### src/design/audio_pkg.sv
`default_nettype none

package audio_pkg;

	//////////////////// volume
	localparam int VOL_LEVELS = 16;
	localparam int LEVEL_W    = 5;                         // holds 1..16
	localparam int AMP_STEP   = 2048;

	localparam logic [LEVEL_W-1:0] LEVEL_MIN = LEVEL_W'(1);
	localparam logic [LEVEL_W-1:0] LEVEL_MAX = LEVEL_W'(VOL_LEVELS);

	//////////////////// buttons
	localparam int DEBOUNCE_CYCLES = 4;
	localparam int DB_CNT_W        = $clog2(DEBOUNCE_CYCLES);

	//////////////////// serial audio frame
	localparam int SAMPLE_BITS  = 16;
	localparam int SCK_DIV      = 4;                       // clk cycles per bit
	localparam int SCK_W        = $clog2(SCK_DIV);
	localparam int FRAME_CYCLES = 2 * SAMPLE_BITS * SCK_DIV;
	localparam int CYC_W        = $clog2(FRAME_CYCLES);

	typedef enum logic [1:0] {
		NOTE_MUTE,
		NOTE_DO,
		NOTE_MI,
		NOTE_SO
	} note_t;

	// half period of each note, in frames
	localparam int HP_W = 3;
	localparam logic [HP_W-1:0] HALF_DO = HP_W'(2);
	localparam logic [HP_W-1:0] HALF_MI = HP_W'(3);
	localparam logic [HP_W-1:0] HALF_SO = HP_W'(4);

	typedef struct packed {
		logic up_n;                                        // one-cycle low step
		logic down_n;
	} key_evt_t;

	typedef struct packed {
		logic [2:0]             tens_hi;                   // always zero for 1..16
		logic [LEVEL_W-1:0]     level;
		logic [SAMPLE_BITS-1:0] amplitude;
	} vol_t;

	typedef struct packed {
		logic signed [SAMPLE_BITS-1:0] left;
		logic signed [SAMPLE_BITS-1:0] right;
	} audio_sample_t;

	// level n gives n * AMP_STEP - 1
	function automatic logic [SAMPLE_BITS-1:0] amp_of_level(input logic [LEVEL_W-1:0] lvl);
		logic [31:0] prod;
		prod = 32'(lvl) * 32'(AMP_STEP) - 32'd1;
		return prod[SAMPLE_BITS-1:0];
	endfunction

	function automatic logic [HP_W-1:0] half_period(input note_t n);
		case (n)
			NOTE_DO: half_period = HALF_DO;
			NOTE_MI: half_period = HALF_MI;
			NOTE_SO: half_period = HALF_SO;
			default: half_period = HP_W'(1);              // mute never flips
		endcase
	endfunction

endpackage

`default_nettype wire

### src/design/key_pulse.sv
`timescale 1ns/10ps
`default_nettype none

module key_pulse (
	input  wire                  clk,
	input  wire                  rst_n,
	input  wire                  key_up_n,
	input  wire                  key_down_n,
	output audio_pkg::key_evt_t  key_evt
);
	import audio_pkg::*;

	logic [1:0]          raw_n;                          // bit 0 up, bit 1 down
	logic [1:0]          sync1_n;
	logic [1:0]          sync2_n;
	logic [1:0]          stable_n;                       // debounced state
	logic [1:0]          accept;
	logic [1:0]          pulse_n;
	logic [DB_CNT_W-1:0] cnt [2];

	assign raw_n = {key_down_n, key_up_n};

	// new state seen for DEBOUNCE_CYCLES samples in a row
	always_comb
	begin
		for (int i = 0; i < 2; i++)
		begin
			accept[i] = (sync2_n[i] != stable_n[i]) &&
				(cnt[i] == DB_CNT_W'(DEBOUNCE_CYCLES - 1));
		end
	end

	always_ff @(posedge clk or negedge rst_n)
	begin
		if (!rst_n)
		begin
			sync1_n  <= 2'b11;
			sync2_n  <= 2'b11;
			stable_n <= 2'b11;
			pulse_n  <= 2'b11;
			cnt[0]   <= '0;
			cnt[1]   <= '0;
		end
		else
		begin
			sync1_n <= raw_n;
			sync2_n <= sync1_n;
			for (int i = 0; i < 2; i++)
			begin
				if (sync2_n[i] == stable_n[i])
					cnt[i] <= '0;                           // bounce or idle
				else if (accept[i])
				begin
					cnt[i]      <= '0;
					stable_n[i] <= sync2_n[i];
				end
				else
					cnt[i] <= cnt[i] + DB_CNT_W'(1);
			end
			pulse_n <= ~(accept & ~sync2_n);              // press only, release is silent
		end
	end

	assign key_evt = '{up_n: pulse_n[0], down_n: pulse_n[1]};

endmodule

`default_nettype wire

### src/design/volume_ctl.sv
`timescale 1ns/10ps
`default_nettype none

module volume_ctl (
	input  wire                  clk,
	input  wire                  rst_n,
	input  wire audio_pkg::key_evt_t key_evt,
	output audio_pkg::vol_t      vol,
	output logic [3:0]           vol_tens,
	output logic [3:0]           vol_unit
);
	import audio_pkg::*;

	logic [LEVEL_W-1:0]     level;
	logic [LEVEL_W-1:0]     level_nxt;
	logic [LEVEL_W-1:0]     unit_wide;
	logic [3:0]             tens_nxt;
	logic [3:0]             unit_nxt;
	logic [SAMPLE_BITS-1:0] amp;

	//////////////////// level step
	always_comb
	begin
		level_nxt = level;
		if (!key_evt.up_n)                               // up wins over down
		begin
			if (level != LEVEL_MAX)
				level_nxt = level + LEVEL_W'(1);
		end
		else if (!key_evt.down_n)
		begin
			if (level != LEVEL_MIN)
				level_nxt = level - LEVEL_W'(1);
		end
	end

	//////////////////// bcd of next level
	always_comb
	begin
		if (level_nxt >= LEVEL_W'(10))
		begin
			tens_nxt  = 4'd1;
			unit_wide = level_nxt - LEVEL_W'(10);
		end
		else
		begin
			tens_nxt  = 4'd0;
			unit_wide = level_nxt;
		end
		unit_nxt = unit_wide[3:0];                       // below ten here
	end

	always_ff @(posedge clk or negedge rst_n)
	begin
		if (!rst_n)
		begin
			level    <= LEVEL_MIN;
			amp      <= amp_of_level(LEVEL_MIN);
			vol_tens <= 4'd0;
			vol_unit <= 4'd1;
		end
		else
		begin
			level    <= level_nxt;
			amp      <= amp_of_level(level_nxt);
			vol_tens <= tens_nxt;
			vol_unit <= unit_nxt;
		end
	end

	assign vol = '{tens_hi: vol_tens[3:1], level: level, amplitude: amp};

endmodule

`default_nettype wire

### src/design/tone_gen.sv
`timescale 1ns/10ps
`default_nettype none

module tone_gen (
	input  wire                         clk,
	input  wire                         rst_n,
	input  wire audio_pkg::note_t       note,
	input  wire audio_pkg::vol_t        vol,
	input  wire                         frame_start,
	output audio_pkg::audio_sample_t    sample
);
	import audio_pkg::*;

	note_t                         note_q;           // note at last frame
	logic [HP_W-1:0]               hp_cnt;           // frames since last flip
	logic                          neg;              // current sign
	logic [HP_W-1:0]               cnt_nxt;
	logic                          neg_nxt;
	logic signed [SAMPLE_BITS-1:0] amp_s;
	logic signed [SAMPLE_BITS-1:0] smp_val;

	assign amp_s = signed'(vol.amplitude);

	always_comb
	begin
		cnt_nxt = hp_cnt + HP_W'(1);
		neg_nxt = neg;
		if (note == NOTE_MUTE)
		begin
			cnt_nxt = '0;
			neg_nxt = 1'b0;
		end
		else if (note != note_q)
			cnt_nxt = HP_W'(1);                          // restart, this frame is the first
		else if (hp_cnt == half_period(note) - HP_W'(1))
		begin
			cnt_nxt = '0;
			neg_nxt = ~neg;
		end

		if (note == NOTE_MUTE)
			smp_val = '0;
		else if (neg_nxt)
			smp_val = -amp_s;
		else
			smp_val = amp_s;
	end

	//////////////////// one update per frame
	always_ff @(posedge clk or negedge rst_n)
	begin
		if (!rst_n)
		begin
			note_q <= NOTE_MUTE;
			hp_cnt <= '0;
			neg    <= 1'b0;
			sample <= '0;
		end
		else if (frame_start)
		begin
			note_q       <= note;
			hp_cnt       <= cnt_nxt;
			neg          <= neg_nxt;
			sample.left  <= smp_val;
			sample.right <= smp_val;                      // same tone on both channels
		end
	end

endmodule

`default_nettype wire

### src/design/audio_serializer.sv
`timescale 1ns/10ps
`default_nettype none

module audio_serializer (
	input  wire                           clk,
	input  wire                           rst_n,
	input  wire audio_pkg::audio_sample_t sample,
	output logic                          frame_start,
	output logic                          sck,
	output logic                          lrck,
	output logic                          sdin
);
	import audio_pkg::*;

	localparam int WORD2 = 2 * SAMPLE_BITS;

	logic [CYC_W-1:0] cyc;                           // position in frame
	logic [WORD2-1:0] shreg;
	logic             bit_start;
	logic             frame_pos0;

	assign bit_start  = (cyc[SCK_W-1:0] == '0);
	assign frame_pos0 = (cyc == '0);

	//////////////////// frame timing
	// outputs lag cyc by one clock so all of them line up
	always_ff @(posedge clk or negedge rst_n)
	begin
		if (!rst_n)
		begin
			cyc         <= '0;
			frame_start <= 1'b0;
			sck         <= 1'b0;
			lrck        <= 1'b0;
			sdin        <= 1'b0;
		end
		else
		begin
			cyc         <= cyc + CYC_W'(1);                 // wraps every FRAME_CYCLES
			frame_start <= frame_pos0;
			sck         <= cyc[SCK_W-1];                    // low half, then high half
			lrck        <= cyc[CYC_W-1];                    // high for right word
			if (frame_pos0)
				sdin <= sample.left[SAMPLE_BITS-1];
			else if (bit_start)
				sdin <= shreg[WORD2-1];                      // changes with sck falling
		end
	end

	//////////////////// data shift
	always_ff @(posedge clk)
	begin
		if (frame_pos0)
			shreg <= {sample.left[SAMPLE_BITS-2:0], sample.right, 1'b0};
		else if (bit_start)
			shreg <= {shreg[WORD2-2:0], 1'b0};
	end

endmodule

`default_nettype wire

### src/design/audio_top.sv
`timescale 1ns/10ps
`default_nettype none

module audio_top (
	input  wire                   clk,
	input  wire                   rst_n,
	input  wire                   key_up_n,
	input  wire                   key_down_n,
	input  wire audio_pkg::note_t note,
	output logic [3:0]            vol_tens,
	output logic [3:0]            vol_unit,
	output logic                  sck,
	output logic                  lrck,
	output logic                  sdin
);
	import audio_pkg::*;

	key_evt_t      key_evt;
	vol_t          vol;
	audio_sample_t sample;
	logic          frame_start;                      // paces the tone generator

	key_pulse key_pulse_i (
		.clk        (clk),
		.rst_n      (rst_n),
		.key_up_n   (key_up_n),
		.key_down_n (key_down_n),
		.key_evt    (key_evt)
	);

	volume_ctl volume_ctl_i (
		.clk      (clk),
		.rst_n    (rst_n),
		.key_evt  (key_evt),
		.vol      (vol),
		.vol_tens (vol_tens),
		.vol_unit (vol_unit)
	);

	tone_gen tone_gen_i (
		.clk         (clk),
		.rst_n       (rst_n),
		.note        (note),
		.vol         (vol),
		.frame_start (frame_start),
		.sample      (sample)
	);

	audio_serializer audio_serializer_i (
		.clk         (clk),
		.rst_n       (rst_n),
		.sample      (sample),
		.frame_start (frame_start),
		.sck         (sck),
		.lrck        (lrck),
		.sdin        (sdin)
	);

endmodule

`default_nettype wire

### config.mk
export PLATFORM = sky130hd
export DESIGN_NAME = audio_top
export DESIGN_NICKNAME = d
export VERILOG_FILES = /design/src/design/audio_pkg.sv /design/src/design/key_pulse.sv /design/src/design/volume_ctl.sv /design/src/design/tone_gen.sv /design/src/design/audio_serializer.sv /design/src/design/audio_top.sv
export SDC_FILE = /design/constraint.sdc
export NUM_CORES = 1
export LEC_CHECK = 0
export ABC_AREA = 0
export BUFFER_PORTS_ARGS = -buffer_cell sky130_fd_sc_hd__buf_2
export CAP_MARGIN = 20
export CORE_MARGIN = 10
export CORE_UTILIZATION = 55
export CTS_BUF_LIST = sky130_fd_sc_hd__clkbuf_4 sky130_fd_sc_hd__clkbuf_8 sky130_fd_sc_hd__clkbuf_16
export CTS_CLUSTER_SIZE = 14
export DETAILED_ROUTE_END_ITERATION = 8
export HOLD_SLACK_MARGIN = 0.02
export PLACE_DENSITY = 0.87
export SYNTH_ARGS = -nofsm -noshare
export SYNTH_HDL_FRONTEND = slang
export SYNTH_SLANG_ARGS = --single-unit
### constraint.sdc
create_clock -name clk -period 2 [get_ports clk]
set_input_delay 0.1 -clock clk [delete_from_list [all_inputs] [get_ports clk]]
set_output_delay 0.1 -clock clk [all_outputs]
set_load 0.005 [all_outputs]
**Yosys cells after proc, flatten, opt, wreduce, memory -nomap -nowiden**

Cells that the tools add are included.

- $add $sub $neg: 10
- Magnitude comparators: 1
- Equal/unequal tests: 13
- Multiplexer cells: 25
- Bitwise logic cells: 6
- Reduce and logical (&&, ||, !) cells: 8

Operators by type and width:

| operator | count |
|---|---|
| two-way mux 32 bit | 2 |
| two-way mux 16 bit | 2 |
| two-way mux 5 bit | 4 |
| negation 16 bit | 1 |
| subtractor 16 x 1 -> 16 bit, second input constant | 1 |
| two-way mux 3 bit | 5 |
| one-hot mux 3 bit (3 select lines) | 1 |
| == test 2 bit, second input constant | 4 |
| two-way mux 2 bit | 4 |
| adder 7 x 1 -> 7 bit, second input constant | 1 |
| logical NOT 7 bit | 1 |
| two-way mux 1 bit | 6 |
| adder 5 x 1 -> 5 bit, second input constant | 1 |
| greater-or-equal comparator 5 x 4 -> 1 bit, second input constant | 1 |
| inequality test 5 x 1 -> 1 bit, second input constant | 1 |
| inequality test 5 bit, second input constant | 1 |
| subtractor 5 x 1 -> 5 bit, second input constant | 1 |
| adder 2 x 1 -> 2 bit, second input constant | 2 |
| logical NOT 2 bit | 2 |
| two-way mux 4 bit | 1 |
| inverter 2 bit | 2 |
| AND reduction 2 bit | 2 |
| subtractor 4 bit, second input constant | 1 |
| adder 3 x 1 -> 3 bit, second input constant | 1 |
| 10 further kinds | 15 |

- Register bits after elaboration: 102
- Input bits: 6
- Output and inout bits: 11
- Word-level logic and storage cells: 84

**Depth between registers and ports, before layout**

- Depth after elaboration: 11
- Depth in mapped cells: 13
- Gate-level depth less buffers: 13

**Cells and area by module**

Synthesis repeated with hierarchy kept, for this count alone.

- Cells, all modules: 357
- Area, all modules: 4723.3 um^2

Modules (own cells, without submodules):

| module | instances | cells each | area each (um^2) | sequential area each (um^2) |
|---|---|---|---|---|
| audio_serializer | 1 | 99 | 1859.3 | 1206.2 |
| tone_gen | 1 | 135 | 1397.6 | 550.5 |
| volume_ctl | 1 | 99 | 1043.5 | 351.6 |
| key_pulse | 1 | 24 | 422.9 | 310.3 |

**Least setup slack after synthesis**

OpenSTA, ideal clock, no wires.

- Path type: flip-flop to flip-flop
- Start point: register volume_ctl_i.vol_unit[0] (netlist name)
- End point: register volume_ctl_i.vol_unit[1]
- Data arrival time: 2.141 ns
- Slack: -0.221 ns
- Stages on the path, launching flop included: 10
- Buffers on the path: 0
- Cell sequence: dfstp_2 -> inv_1 -> ha_1 -> a311o_1 -> a32oi_2 -> inv_1 -> ha_1 -> o21ai_1 -> a21o_4 -> xnor2_1

RTL lines:

| what | RTL line | source |
|---|---|---|
| end signal, assigned | volume_ctl.sv:67 | `vol_unit <= unit_nxt;` |
| end, declared | volume_ctl.sv:10 | `output logic [3:0] vol_unit` |

**Worst setup path in the final report**

- Start point: register volume_ctl_i.level[1]
- End point: register volume_ctl_i.vol_unit[2]

- Word-level cells in the longest chain between the ends: 6
- Elaborated cells between the ends (all ways): 11
- Those cells by class: add/sub (3); order compare (1); eq/ne (2); mux (5)

Ends and longest elaborated chain:

| what | RTL line | source |
|---|---|---|
| start, declared | volume_ctl.sv:14 | `logic [LEVEL_W-1:0] level;` |
| start signal, assigned | volume_ctl.sv:64 | `level <= level_nxt;` |
| subtractor 5 x 1 -> 5 bit / inequality test 5 x 1 -> 1 bit (equally long branches) | volume_ctl.sv:33, volume_ctl.sv:32 |  |
| two-way mux 5 bit | volume_ctl.sv:32 | `if (level != LEVEL_MIN)` |
| two-way mux 5 bit | volume_ctl.sv:30 | `else if (!key_evt.down_n)` |
| two-way mux 5 bit (*) | volume_ctl.sv:25 | `if (!key_evt.up_n)` |
| net volume_ctl_i.level_nxt[2] | volume_ctl.sv:15 | `logic [LEVEL_W-1:0] level_nxt;` |
| subtractor 4 bit / greater-or-equal comparator 5 x 4 -> 1 bit (equally long branches) | volume_ctl.sv:43, volume_ctl.sv:40 |  |
| two-way mux 4 bit (*) | volume_ctl.sv:40 | `if (level_nxt >= LEVEL_W'(10))` |
| net volume_ctl_i.unit_wide[2] | volume_ctl.sv:16 | `logic [LEVEL_W-1:0] unit_wide;` |

Mark *: on every way through the listed nets, which the timed path passes. The rest lies on a longest branch.
A chain may end at the register's enable or synchronous reset.

==> impl_metrics.ini <==
[run_status]
status = finished with violations
violations = setup timing

[die]
initial_utilization = 0.574
die_width_um = 102
io_pins = 17
dieArea_mm2 = 0.0104
die_h_um = 102
core_area_mm2 = 0.00646
fp-row-count = 29

[route]
finalWirelength_mm = 6.36
num_vias = 2308
wl_per_cell_um = 15.1
first_pass_iters = 4
drtAntennaViolNets = 0
routed_via_density = 5.47
drc = 0
drt_iter0_drc = 69

[power_and_ir_drop]
clockPowerShare = 0.227
power_frac_comb = 0.345
power.leakage_nw = 2.01
finalPower_mw = 4.86
sequentialPowerShare = 0.428
power_density_mw_per_mm2 = 1100
internal-power_mw = 3.34
p_switching_mw = 1.51
swShare = 0.312
ir_drop_uv = 888

[place]
dpl_cell_area_mm2 = 0.00405
dp_hpwl_mm = 4.23
place_congestion = 0.890
io_buffer_count = 13

[grt]
grt_overflow_total = 0
grt_pass1_wl_mm = 10.8
grt_max_degree = 34
antenna_found_initial = 0
grt_use_total = 0.129
grt_pass1_vias = 2353

[hold_path]
min_delay_path_depth = 3
holdCritStartpoint = note[0]
hp-class = input port to register

[sta]
hold-worst-slack_ps = 135
timing.fmax_mhz = 460
grt_setup_unrepaired = true
relSlewSlack = 0.620
maxSlewViolCount = 0
setup_violations = 7
final.setup_skew_ps = 9.02
post-route-period-util = 1.09
tightest_slew_ps = 570
fin_ws_ps = -175
min_period_ps = 2170
hold_viol = 0

[logic_synthesis]
yosysSeqAreaShare = 0.592
avgSynthCellArea_um2 = 12.7
synth_ff_type = dfrtp_1
syn-instance-count = 292
synth-edff-count = 31
synth_top_area_cell = dfrtp_1
synth_area_leaders = dfrtp_1 (28%), edfxtp_1 (25%), dfstp_2 (6.4%)
synth.top_cell.area_share = 0.277
yosysUniqueCellTypes = 51
async_flop_share = 0.617
synth-seq-cells = 81
synth_warnings = 0
synth_area_mm2 = 0.00370

[cells_and_area]
nets = 364
nFillCells = 443
fin_util = 0.684
diodes = 0
final_area_mm2 = 0.00442
register_area_mm2 = 0.00219
drive_gt1_frac = 0.319
area_delta_synth_final_pct = 19.3
multi_input_comb_area_mm2 = 0.00147

[setup_path]
path_buf_inv = 3
start_kind = register
critical_path_class = register to register
end_kind = register
slowest_stage = dfrtp_1
crit_arrival_ps = 2410
cp_num_cells = 10
timing.rr.start = volume_ctl_i.level[1]
slowest_delay_ps = 380
required_ps = 2230
cp_cell_sequence = inv_2 > ha_4 > nor2b_4 > buf_4 > a211o_1 > a32oi_4 > inv_2 > ha_4 > o21bai_4 > o211ai_2
worstRegToRegCells = 10
path_delay_family = compound AO/OA/AOI/OAI gates
crit_path_max_fanout = 3
crit_start = volume_ctl_i.level[1]

[clock_tree]
clk_pin_slew_ps = 80
cts_root_buf = clkbuf_8
cts_tree = done
clkSinkCount = 81
cts_buffers = 9
htree_levels = 3
clockBufferDepth = 2
insertion_delay_ps = 350

[flow_run]
maxCapViolations = 0
## through the flow
step	cells	setup slack [ps]	TNS, ps
after detailed placement	395	-155	-538
after CTS	417	-119	-459
after global placement	395	-48.6	-107
after floorplan	294	-108	-256
after global routing	422	-260	-1420
final	422	-175	-640
## layout by cell type, fill, tap and decap left out, drive strengths merged, types with 2 or more instances in the layout
cell and instances:
inv 29, o21ai 15, ha 18, nor2 9
nand3b 3, dlygate4sd3 3, a21oi 4, a21o 23
conb 3, mux2i 6, xnor2 14, nor3 5
xor2 11, o21bai 2, nor3b 2, a211o 2
buf 47, dfrtp 41, clkbuf 11, nor2b 3
o22ai 8, mux2 4, nand2 19, nand3 6
nand2b 3, dfstp 9, edfxtp 31
## routing by layer
| layer | part of all wire | GRT usage | vias up | wire [um] |
|---|---|---|---|---|
| met5 | 0 | 0 | - | 0 |
| met4 | 0.028 | 0.0748 | 0 | 175 |
| met3 | 0.030 | 0.0297 | 16 | 193 |
| met2 | 0.51 | 0.221 | 30 | 3260 |
| met1 | 0.43 | 0.146 | 1160 | 2730 |
| li1 | - | - | 1102 | - |
## power groups by stage
stage               sequential, mW  clock (mW)  combinational (mW)
floorplan                     2.09           0               0.868
global placement              2.09           0                1.31
detailed placement            2.10           0                1.38
CTS                           2.07        1.12                1.44
global route                  2.10        1.19                1.84
finish                        2.08        1.10                1.68
## what timing repair did
item                                   4_1_cts  5_1_grt
pin swaps                                    3       13
setup endpoints to repair                    7       12
hold buffers                                 3        0
buffers inserted                             3        5
gates resized for setup                      1       18
endpoints found under the hold margin       19        0
## Yosys cell counts, drive strengths merged, types with 6 or more instances
master	instances
a21o	23
clkbuf	10
dfrtp	41
dfstp	9
edfxtp	31
ha	18
inv	26
mux2i	6
nand2	19
nand3	6
nor2	9
o21ai	15
o22ai	8
xnor2	14
xor2	11
## cells by family after synthesis
logic type	share of synthesized area
flip-flops	0.592
AO/OA/AOI/OAI	0.115
AND/OR/NAND/NOR	0.0807
buffers and inverters	0.0534
XOR/XNOR	0.0642
adder cells (fa/ha/maj)	0.0608
multiplexers	0.0328
other	0.00101
## worst register-to-register path, cell delays in order, from the launching register on
cell	delay, ps
dfrtp_1	380
inv_2	70
ha_4	160
nor2b_4	130
buf_4	150
a211o_1	320
a32oi_4	260
inv_2	100
ha_4	280
o21bai_4	110
o211ai_2	100
## area by class of cell
| type | count | share of cell area |
|---|---|---|
| clock buffer | 11 | 0.0328 |
| clock inverter | 5 | 0.00849 |
| inverter | 26 | 0.0226 |
| multi-input combinational | 172 | 0.333 |
| sequential | 81 | 0.496 |
| tap | 77 | 0.0218 |
| timing repair buffer | 50 | 0.0849 |
## state kept, by name (all words and copies together) (netlist names), 3 cells and up
name	flops
audio_serializer_i.shreg	31
audio_serializer_i.cyc	7
tone_gen_i.sample	7
volume_ctl_i.amp	5
key_pulse_i.cnt	4
volume_ctl_i.level	4
volume_ctl_i.vol_unit	4
tone_gen_i.hp_cnt	3
## path summary, 6_finish.rpt
kind,endpoint,slack [ps]
hold / removal,tone_gen_i.note_q[0],130
setup reg to reg,volume_ctl_i.vol_unit[2],-170
max in group asynchronous,key_pulse_i.pulse_n[1],1130
hold reg to reg,key_pulse_i.sync2_n[1],360
setup / recovery,volume_ctl_i.vol_unit[2],-170
min in group asynchronous,volume_ctl_i.vol_unit[1],270
(Power assumes the default switching activity.)
